### src/include/solver_defines.svh
// widths and sizes for the banded solver, included by the package, the RTL and the testbench
`ifndef SOLVER_DEFINES_SVH
`define SOLVER_DEFINES_SVH

// one unknown or one b entry, signed
`define X_WIDTH 24

// band coefficient c1..c3, signed
`define COEF_WIDTH 12

// accumulator for b minus six products, no overflow possible
`define ACC_WIDTH 40

// unknowns per system, also ring slots
`define N_UNKNOWNS 16

// diagonal is 2**DIAG_SHIFT
`define DIAG_SHIFT 4

// credits granted by the consumer after reset
`define OUT_CREDITS 4

`endif

### src/verilog/solver_pkg.sv
// shared data types and controller states for the banded solver; compile before the RTL
`default_nettype none

`include "solver_defines.svh"

package solver_pkg;

        // unknown or b value
        typedef logic signed [`X_WIDTH-1:0] x_t;

        // band coefficient
        typedef logic signed [`COEF_WIDTH-1:0] coef_t;

        // wide signed sum
        typedef logic signed [`ACC_WIDTH-1:0] acc_t;

        typedef logic [$clog2(`N_UNKNOWNS)-1:0] idx_t;
        typedef logic [3:0] sweeps_t;

        // holds 0..OUT_CREDITS
        typedef logic [$clog2(`OUT_CREDITS+1)-1:0] credit_t;

        typedef enum logic [1:0] {
                S_IDLE,
                S_SWEEP,
                S_DRAIN
        } solver_state_t;

endpackage

`default_nettype wire

### src/verilog/step_counter.sv
// index, phase and remaining-sweep counter; idx also serves as the b load address when idle
`default_nettype none

module step_counter (
        input  wire logic                clk,
        input  wire logic                rst,
        input  wire logic                clear_i,
        input  wire logic                step_en_i,
        input  wire logic                load_en_i,
        input  wire solver_pkg::sweeps_t sweeps_i,
        output solver_pkg::idx_t         idx_o,
        output logic [1:0]               phase_o,
        output logic                     last_update_o,
        output logic                     sweeps_done_o
);

        import solver_pkg::*;

        idx_t       idx_q;
        logic [1:0] phase_q;
        sweeps_t    sweeps_q;

        always_ff @(posedge clk) begin
                if (rst) begin
                        idx_q    <= '0;
                        phase_q  <= '0;
                        sweeps_q <= '0;
                end else if (clear_i) begin
                        idx_q    <= '0;
                        phase_q  <= '0;
                        sweeps_q <= sweeps_i;
                end else if (step_en_i) begin
                        if (phase_q == 2'd2) begin
                                phase_q <= '0;
                                // idx wraps to 0 on its own at the sweep end
                                idx_q   <= idx_q + 1'b1;
                                if (last_update_o) begin
                                        sweeps_q <= sweeps_q - 1'b1;
                                end
                        end else begin
                                phase_q <= phase_q + 1'b1;
                        end
                end else if (load_en_i) begin
                        // b load address, wraps at 16
                        idx_q <= idx_q + 1'b1;
                end
        end

        assign idx_o   = idx_q;
        assign phase_o = phase_q;

        // write cycle of x[15]
        assign last_update_o = (idx_q == '1) && (phase_q == 2'd2);

        // current sweep is the final one
        assign sweeps_done_o = sweeps_q <= sweeps_t'(1);

endmodule

`default_nettype wire

### src/verilog/x_ring.sv
// rotating ring of unknowns with neighbour taps; slot 0 is the current target or drain word
`default_nettype none

`include "solver_defines.svh"

module x_ring (
        input  wire logic         clk,
        input  wire logic         rst,
        input  wire logic         write_i,
        input  wire logic         drain_i,
        input  wire solver_pkg::x_t x_new_i,
        output solver_pkg::x_t    x_cur_o,
        output solver_pkg::x_t    p1_o,
        output solver_pkg::x_t    p2_o,
        output solver_pkg::x_t    p3_o,
        output solver_pkg::x_t    m1_o,
        output solver_pkg::x_t    m2_o,
        output solver_pkg::x_t    m3_o
);

        import solver_pkg::*;

        localparam int LAST = `N_UNKNOWNS - 1;

        x_t ring_q [`N_UNKNOWNS];

        // rotate towards slot 0 on either write or drain
        // on write the old target is replaced by its update in the last slot,
        // which makes it m1 of the next index
        always_ff @(posedge clk) begin
                if (rst) begin
                        for (int i = 0; i < `N_UNKNOWNS; i++) begin
                                ring_q[i] <= '0;
                        end
                end else if (write_i || drain_i) begin
                        for (int i = 0; i < LAST; i++) begin
                                ring_q[i] <= ring_q[i+1];
                        end
                        ring_q[LAST] <= write_i ? x_new_i : ring_q[0];
                end
        end

        assign x_cur_o = ring_q[0];

        // later unknowns, still from the previous sweep
        assign p1_o = ring_q[1];
        assign p2_o = ring_q[2];
        assign p3_o = ring_q[3];

        // earlier unknowns, already updated in this sweep
        assign m1_o = ring_q[LAST];
        assign m2_o = ring_q[LAST-1];
        assign m3_o = ring_q[LAST-2];

        // controller issues one rotation kind per cycle
        a_one_rotation: assert property (
                @(posedge clk) disable iff (rst)
                !(write_i && drain_i)
        );

endmodule

`default_nettype wire

### src/verilog/update_unit.sv
// b store and two-stage Gauss-Seidel update datapath; x_new is valid from phase 2 of an update
`default_nettype none

`include "solver_defines.svh"

module update_unit (
        input  wire logic              clk,
        input  wire logic              rst,
        input  wire logic              b_we_i,
        input  wire solver_pkg::idx_t  b_waddr_i,
        input  wire solver_pkg::x_t    b_data_i,
        input  wire solver_pkg::idx_t  idx_i,
        input  wire logic [1:0]        phase_i,
        input  wire solver_pkg::coef_t c1_i,
        input  wire solver_pkg::coef_t c2_i,
        input  wire solver_pkg::coef_t c3_i,
        input  wire solver_pkg::x_t    p1_i,
        input  wire solver_pkg::x_t    p2_i,
        input  wire solver_pkg::x_t    p3_i,
        input  wire solver_pkg::x_t    m1_i,
        input  wire solver_pkg::x_t    m2_i,
        input  wire solver_pkg::x_t    m3_i,
        output solver_pkg::x_t         x_new_o
);

        import solver_pkg::*;

        localparam int HI_BITS = `ACC_WIDTH - `X_WIDTH + 1;

        x_t b_mem [`N_UNKNOWNS];

        // symmetric band, so one multiply per neighbour pair
        logic signed [`X_WIDTH:0] pair1, pair2, pair3;
        acc_t prod1_q, prod2_q, prod3_q;
        acc_t sum, shifted;
        logic fits;
        x_t   x_sat;
        x_t   x_new_q;

        always_ff @(posedge clk) begin
                if (b_we_i) begin
                        b_mem[b_waddr_i] <= b_data_i;
                end
        end

        assign pair1 = p1_i + m1_i;
        assign pair2 = p2_i + m2_i;
        assign pair3 = p3_i + m3_i;

        // stage 1 in phase 0
        always_ff @(posedge clk) begin
                if (phase_i == 2'd0) begin
                        prod1_q <= c1_i * pair1;
                        prod2_q <= c2_i * pair2;
                        prod3_q <= c3_i * pair3;
                end
        end

        // stage 2: b minus band terms, floor divide by the diagonal
        assign sum     = acc_t'(b_mem[idx_i]) - prod1_q - prod2_q - prod3_q;
        assign shifted = sum >>> `DIAG_SHIFT;

        // in range when all bits above the x sign bit copy the sign
        assign fits = shifted[`ACC_WIDTH-1:`X_WIDTH-1] == {HI_BITS{shifted[`ACC_WIDTH-1]}};

        always_comb begin
                if (fits) begin
                        x_sat = shifted[`X_WIDTH-1:0];
                end else if (shifted[`ACC_WIDTH-1]) begin
                        x_sat = {1'b1, {(`X_WIDTH-1){1'b0}}};
                end else begin
                        x_sat = {1'b0, {(`X_WIDTH-1){1'b1}}};
                end
        end

        always_ff @(posedge clk) begin
                if (rst) begin
                        x_new_q <= '0;
                end else if (phase_i == 2'd1) begin
                        x_new_q <= x_sat;
                end
        end

        // ring picks this up in phase 2
        assign x_new_o = x_new_q;

endmodule

`default_nettype wire

### src/verilog/sweep_ctrl.sv
// solver FSM for idle, sweeping and draining, with coefficient capture and output credits
`default_nettype none

`include "solver_defines.svh"

module sweep_ctrl (
        input  wire logic                clk,
        input  wire logic                rst,
        input  wire logic                start_i,
        input  wire solver_pkg::sweeps_t sweeps_i,
        input  wire solver_pkg::coef_t   c1_i,
        input  wire solver_pkg::coef_t   c2_i,
        input  wire solver_pkg::coef_t   c3_i,
        input  wire logic                b_valid_i,
        input  wire logic                credit_i,
        input  wire logic [1:0]          phase_i,
        input  wire logic                last_update_i,
        input  wire logic                sweeps_done_i,
        output logic                     clear_o,
        output logic                     step_en_o,
        output logic                     load_en_o,
        output logic                     ring_write_o,
        output logic                     ring_drain_o,
        output logic                     result_valid_o,
        output logic                     busy_o,
        output solver_pkg::coef_t        c1_o,
        output solver_pkg::coef_t        c2_o,
        output solver_pkg::coef_t        c3_o
);

        import solver_pkg::*;

        solver_state_t state_q, state_d;
        credit_t       credits_q;
        idx_t          drain_cnt_q;
        coef_t         c1_q, c2_q, c3_q;

        logic last_word;

        assign last_word = result_valid_o && (drain_cnt_q == idx_t'(`N_UNKNOWNS-1));

        always_comb begin
                state_d = state_q;
                case (state_q)
                        S_IDLE: begin
                                // zero sweeps drains the ring as it stands
                                if (start_i) begin
                                        state_d = (sweeps_i == '0) ? S_DRAIN : S_SWEEP;
                                end
                        end
                        S_SWEEP: begin
                                if (last_update_i && sweeps_done_i) begin
                                        state_d = S_DRAIN;
                                end
                        end
                        S_DRAIN: begin
                                if (last_word) begin
                                        state_d = S_IDLE;
                                end
                        end
                        default: state_d = S_IDLE;
                endcase
        end

        always_ff @(posedge clk) begin
                if (rst) begin
                        state_q     <= S_IDLE;
                        credits_q   <= credit_t'(`OUT_CREDITS);
                        drain_cnt_q <= '0;
                end else begin
                        state_q <= state_d;
                        // spend and return may land in the same cycle
                        credits_q <= credits_q + credit_t'(credit_i)
                                     - credit_t'(result_valid_o);
                        // wraps back to 0 after the 16th word
                        if (result_valid_o) begin
                                drain_cnt_q <= drain_cnt_q + 1'b1;
                        end
                end
        end

        // run coefficients, held for the whole run
        always_ff @(posedge clk) begin
                if (clear_o) begin
                        c1_q <= c1_i;
                        c2_q <= c2_i;
                        c3_q <= c3_i;
                end
        end

        assign clear_o      = (state_q == S_IDLE) && start_i;
        assign load_en_o    = (state_q == S_IDLE) && b_valid_i;
        assign step_en_o    = state_q == S_SWEEP;
        assign ring_write_o = step_en_o && (phase_i == 2'd2);

        // ring holds still while out of credits
        assign result_valid_o = (state_q == S_DRAIN) && (credits_q != '0);
        assign ring_drain_o   = result_valid_o;
        assign busy_o         = state_q != S_IDLE;

        assign c1_o = c1_q;
        assign c2_o = c2_q;
        assign c3_o = c3_q;

        a_credit_max: assert property (
                @(posedge clk) disable iff (rst)
                credits_q <= credit_t'(`OUT_CREDITS)
        );

endmodule

`default_nettype wire

### src/verilog/band_solver.sv
// top of the periodic banded Gauss-Seidel solver; host loads b, starts, then takes x under credits
`default_nettype none

module band_solver (
        input  wire logic                clk,
        input  wire logic                rst,
        input  wire logic                b_valid_i,
        input  wire solver_pkg::x_t      b_data_i,
        input  wire logic                start_i,
        input  wire solver_pkg::sweeps_t sweeps_i,
        input  wire solver_pkg::coef_t   c1_i,
        input  wire solver_pkg::coef_t   c2_i,
        input  wire solver_pkg::coef_t   c3_i,
        input  wire logic                credit_i,
        output logic                     result_valid_o,
        output solver_pkg::x_t           result_data_o,
        output logic                     busy_o
);

        import solver_pkg::*;

        logic       clear, step_en, load_en, ring_write, ring_drain;
        logic       last_update, sweeps_done;
        logic [1:0] phase;
        idx_t       idx;
        coef_t      c1, c2, c3;
        x_t         x_cur, p1, p2, p3, m1, m2, m3, x_new;

        sweep_ctrl i_sweep_ctrl (
                .clk            (clk),
                .rst            (rst),
                .start_i        (start_i),
                .sweeps_i       (sweeps_i),
                .c1_i           (c1_i),
                .c2_i           (c2_i),
                .c3_i           (c3_i),
                .b_valid_i      (b_valid_i),
                .credit_i       (credit_i),
                .phase_i        (phase),
                .last_update_i  (last_update),
                .sweeps_done_i  (sweeps_done),
                .clear_o        (clear),
                .step_en_o      (step_en),
                .load_en_o      (load_en),
                .ring_write_o   (ring_write),
                .ring_drain_o   (ring_drain),
                .result_valid_o (result_valid_o),
                .busy_o         (busy_o),
                .c1_o           (c1),
                .c2_o           (c2),
                .c3_o           (c3)
        );

        step_counter i_step_counter (
                .clk           (clk),
                .rst           (rst),
                .clear_i       (clear),
                .step_en_i     (step_en),
                .load_en_i     (load_en),
                .sweeps_i      (sweeps_i),
                .idx_o         (idx),
                .phase_o       (phase),
                .last_update_o (last_update),
                .sweeps_done_o (sweeps_done)
        );

        x_ring i_x_ring (
                .clk     (clk),
                .rst     (rst),
                .write_i (ring_write),
                .drain_i (ring_drain),
                .x_new_i (x_new),
                .x_cur_o (x_cur),
                .p1_o    (p1),
                .p2_o    (p2),
                .p3_o    (p3),
                .m1_o    (m1),
                .m2_o    (m2),
                .m3_o    (m3)
        );

        // idx is the load address while idle and the update index while sweeping
        update_unit i_update_unit (
                .clk       (clk),
                .rst       (rst),
                .b_we_i    (load_en),
                .b_waddr_i (idx),
                .b_data_i  (b_data_i),
                .idx_i     (idx),
                .phase_i   (phase),
                .c1_i      (c1),
                .c2_i      (c2),
                .c3_i      (c3),
                .p1_i      (p1),
                .p2_i      (p2),
                .p3_i      (p3),
                .m1_i      (m1),
                .m2_i      (m2),
                .m3_i      (m3),
                .x_new_o   (x_new)
        );

        assign result_data_o = x_cur;

endmodule

`default_nettype wire

### config.mk
export PLATFORM = sky130hd
export DESIGN_NAME = band_solver
export DESIGN_NICKNAME = d
export VERILOG_FILES = /design/src/verilog/solver_pkg.sv /design/src/verilog/step_counter.sv /design/src/verilog/x_ring.sv /design/src/verilog/update_unit.sv /design/src/verilog/sweep_ctrl.sv /design/src/verilog/band_solver.sv
export VERILOG_INCLUDE_DIRS = /design/src /design/src/include
export SDC_FILE = /design/constraint.sdc
export NUM_CORES = 2
export LEC_CHECK = 0
export BUFFER_PORTS_ARGS = -buffer_cell sky130_fd_sc_hd__buf_2
export CAP_MARGIN = 30
export CORE_MARGIN = 2
export CORE_UTILIZATION = 59
export CTS_CLUSTER_DIAMETER = 40
export CTS_CLUSTER_SIZE = 40
export DETAILED_ROUTE_END_ITERATION = 7
export PLACE_DENSITY_LB_ADDON = 0.12
export SETUP_SLACK_MARGIN = 0.02
export SYNTH_ARGS = -nofsm -noshare
export SYNTH_HDL_FRONTEND = slang
export SYNTH_SLANG_ARGS = --single-unit
### constraint.sdc
create_clock -name clk -period 9.5 [get_ports clk]
set_input_delay 0.475 -clock clk [delete_from_list [all_inputs] [get_ports clk]]
set_output_delay 0.475 -clock clk [all_outputs]
set_load 0.02 [all_outputs]
==> flow_metrics.py <==
metrics = {
    "status": {
        "status": "complete, no violations",
    },
    "floorplanning": {
        "fp.dieH_um": 356,
        "dieArea_sq_um": 127000,
        "io_pins": 95,
        "core_area_sq_um": 123000,
        "die_w_um": 356,
        "num_rows": 129,
        "start_util": 0.592,
    },
    "setup_path": {
        "critPathSlowestCell": "fa_1",
        "cp-end-kind": "register",
        "critical_path.top_delay_family": "compound AO/OA/AOI/OAI gates",
        "critical_path.max_fanout": 12,
        "cp.required_ns": 9.98,
        "rr_startpoint": "i_x_ring.ring_q[0][361]",
        "cp.arrival_ns": 9.40,
        "crit_path_max_incr_delay_ns": 0.58,
        "path_buf_inv": 8,
        "crit_type": "register to register",
        "crit_start": "i_x_ring.ring_q[0][361]",
        "critPathLaunchType": "register",
    },
    "timing": {
        "worst_clock_skew_ns": 0.0922,
        "setup-violations-final": 0,
        "drv_slew": 0,
        "rsz0062_at_grt": "yes",
        "max_freq_mhz": 112,
        "worst_pin_slew_ns": 1.08,
        "hold_violations": 0,
        "fin_crit_sh": 0.939,
        "period_minus_slack_ns": 8.92,
        "relSlewSlack": 0.279,
        "tns_ns": 0,
    },
    "synthesis": {
        "yosysTopAreaCell": "edfxtp_1",
        "synth_warnings": 0,
        "yosys-top-cells-area": "edfxtp_1, fa_1, ha_1",
        "netlist_instances": 6321,
        "syn_avg_cell_area_sq_um": 11.6,
        "syn-cell-area_sq_um": 73000,
        "ys_ff_latch": 962,
        "synth_top_area_share": 0.376,
        "synthArstFlopShare": 0,
        "ys_types": 75,
        "ys_seq_area_frac": 0.389,
        "synth_edf_count": 915,
        "synth_nets": 7624,
        "ys.flop_type": "edfxtp_1",
    },
    "detailed_routing": {
        "viasPerCell": 5.66,
        "drtPass1Iterations": 6,
        "vias": 46200,
        "avgRoutedWirePerCell_um": 22.1,
        "drtIter0Drc": 4043,
        "final_antenna_net_count": 0,
        "remaining_drc_errors": 0,
        "drt-total-wl_um": 181000,
    },
    "placed_design": {
        "place_hpwl_um": 132000,
        "port_buffers": 94,
        "place_congestion": 0.940,
    },
    "clock_network": {
        "cts_made_buffers": 119,
        "insertion_delay_ns": 0.78,
        "path_clk_slew_ns": 0.07,
        "cts_root_buffer": "clkbuf_16",
        "clock_path_buffers": 3,
        "clock-sinks": 962,
        "cts_htree_levels": 3,
        "cts_tree": "built",
    },
    "global_route": {
        "grt_pass1_wl_um": 281000,
        "grt_max_degree": 187,
        "grt-ovfl-total": 0,
        "antenna_found_initial": 6,
        "grt_pass1_vias": 47700,
        "grt_use_total": 0.294,
    },
    "worst_hold_path": {
        "worstHoldStart": "b_data_i[5]",
        "hp-class": "input pin to register",
    },
    "final_layout": {
        "nets": 7722,
        "area_delta_synth_final_pct": 10.4,
        "seq_area_sq_um": 28400,
        "multi_input_area_sq_um": 39600,
        "nFillCells": 9452,
        "drive_gt1_frac": 0.0979,
    },
    "job": {
        "drv_cap": 0,
    },
}
-- worst paths after layout --
kind	slack, ns	cells after the start	end
min	0.07	1	i_update_unit.b_mem[14][5]
max reg2reg	0.58	36	i_update_unit.prod1_q[35]
min reg2reg	0.48	1	i_x_ring.ring_q[0][137]
max	0.58	36	i_update_unit.prod1_q[35]
-- worst register-to-register path, delay by kind of cell (launching register included) --
family | cells | cell delay [ns]
AO/OA/AOI/OAI | 17 | 3.94
flip-flops | 1 | 0.39
adder cells (fa/ha/maj) | 7 | 2.97
AND/OR/NAND/NOR | 3 | 0.29
buffers and inverters | 8 | 0.96
XOR/XNOR | 1 | 0.14
-- sequential cells by signal, indices dropped and copies added (netlist names), named ones only --
| name | flops |
|---|---|
| i_x_ring.ring_q | 384 |
| i_update_unit.x_new_o | 24 |
| i_sweep_ctrl.state_q | 2 |
| i_sweep_ctrl.drain_cnt_q | 4 |
| i_update_unit.prod1_q | 37 |
| i_sweep_ctrl.c3_o | 12 |
| i_step_counter.phase_o | 2 |
| i_update_unit.prod3_q | 37 |
| i_sweep_ctrl.credits_q | 3 |
| i_update_unit.b_mem | 384 |
| i_step_counter.sweeps_q | 4 |
| i_sweep_ctrl.c1_o | 12 |
| i_sweep_ctrl.c2_o | 12 |
| i_step_counter.idx_o | 4 |
| i_update_unit.prod2_q | 37 |
-- kinds of logic (layout without fill, tap and decap cells) --
| logic type | count (synthesis) | in the layout | share of synthesized area |
|---|---|---|---|
| flip-flops | 962 | 962 | 0.389 |
| adder cells (fa/ha/maj) | 1234 | 1234 | 0.302 |
| buffers and inverters | 1370 | 1575 | 0.0719 |
| AND/OR/NAND/NOR | 1863 | 1863 | 0.125 |
| multiplexers | 133 | 133 | 0.0381 |
| XOR/XNOR | 195 | 195 | 0.0234 |
| AO/OA/AOI/OAI | 564 | 564 | 0.0505 |
| other | 0 | 6 | 0 |
-- per-layer routing --
metal | vias to the layer above | share of wire | wire [um] | global-route usage
li1 | 20600 | - | - | -
met1 | 23600 | 0.42 | 76000 | 0.421
met2 | 1638 | 0.47 | 84900 | 0.468
met3 | 304 | 0.078 | 14200 | 0.0505
met4 | 2 | 0.032 | 5740 | 0.0851
met5 | - | 0.000061 | 11 | 0
-- what timing repair did --
action                     CTS  global route
buffers inserted             0             0
setup endpoints to repair    0             7
hold endpoints to repair    39             0
resized for setup            0            12
hold buffers                39             0
-- synthesized netlist by cell type (23+ instances only) --
cell,count
ha_1,353
buf_1,23
xor2_1,43
mux4_2,116
buf_4,24
nand2b_1,50
xnor2_1,152
nor2_1,248
a21o_1,66
inv_1,1074
nand3_1,67
and3_1,23
and2_1,496
fa_1,881
nand2_1,716
dfxtp_1,47
nor2b_1,171
nor3_1,40
a21oi_1,164
o21a_1,29
o21ai_0,117
edfxtp_1,915
clkbuf_1,243
-- stage by stage --
| step | cell area, sq um | cells | setup WS [ns] | utilization | hold WS (ns) |
|---|---|---|---|---|---|
| floorplan | 73000 | 6321 | 1.36 | - | 0.460 |
| global placement | 75500 | 7879 | 0.264 | 0.612 | 0.479 |
| detailed placement | 75800 | 7896 | 0.511 | 0.615 | 0.494 |
| CTS | 80500 | 8163 | 0.419 | 0.653 | 0.0249 |
| global route | 80600 | 8164 | 0.00426 | 0.654 | 0.0567 |
| finish | 80600 | 8169 | 0.581 | 0.654 | 0.0729 |
-- cell usage in the layout, fill, tap and decap left out, types with 116 or more instances in the layout --
cell type,synthesis,final
a21oi_1,164,162
and2_1,496,496
buf_4,24,123
clkbuf_16,0,119
edfxtp_1,915,915
fa_1,881,881
ha_1,353,353
inv_1,1074,1073
mux4_2,116,116
nand2_1,716,715
nor2_1,248,233
nor2b_1,171,170
xnor2_1,152,140
-- layout make-up --
class / instances / area share
diodes: 6 / 0.000186
inverters: 1074 / 0.0500
clock buffers: 124 / 0.0372
clock inverters: 104 / 0.0164
multi-input cells: 3989 / 0.491
flip-flops and latches: 962 / 0.353
repair buffers: 273 / 0.0267
well taps: 1637 / 0.0254
Power is not shown: default switching activity piles up to over one toggle a cycle in this logic, so the estimate is an artifact.
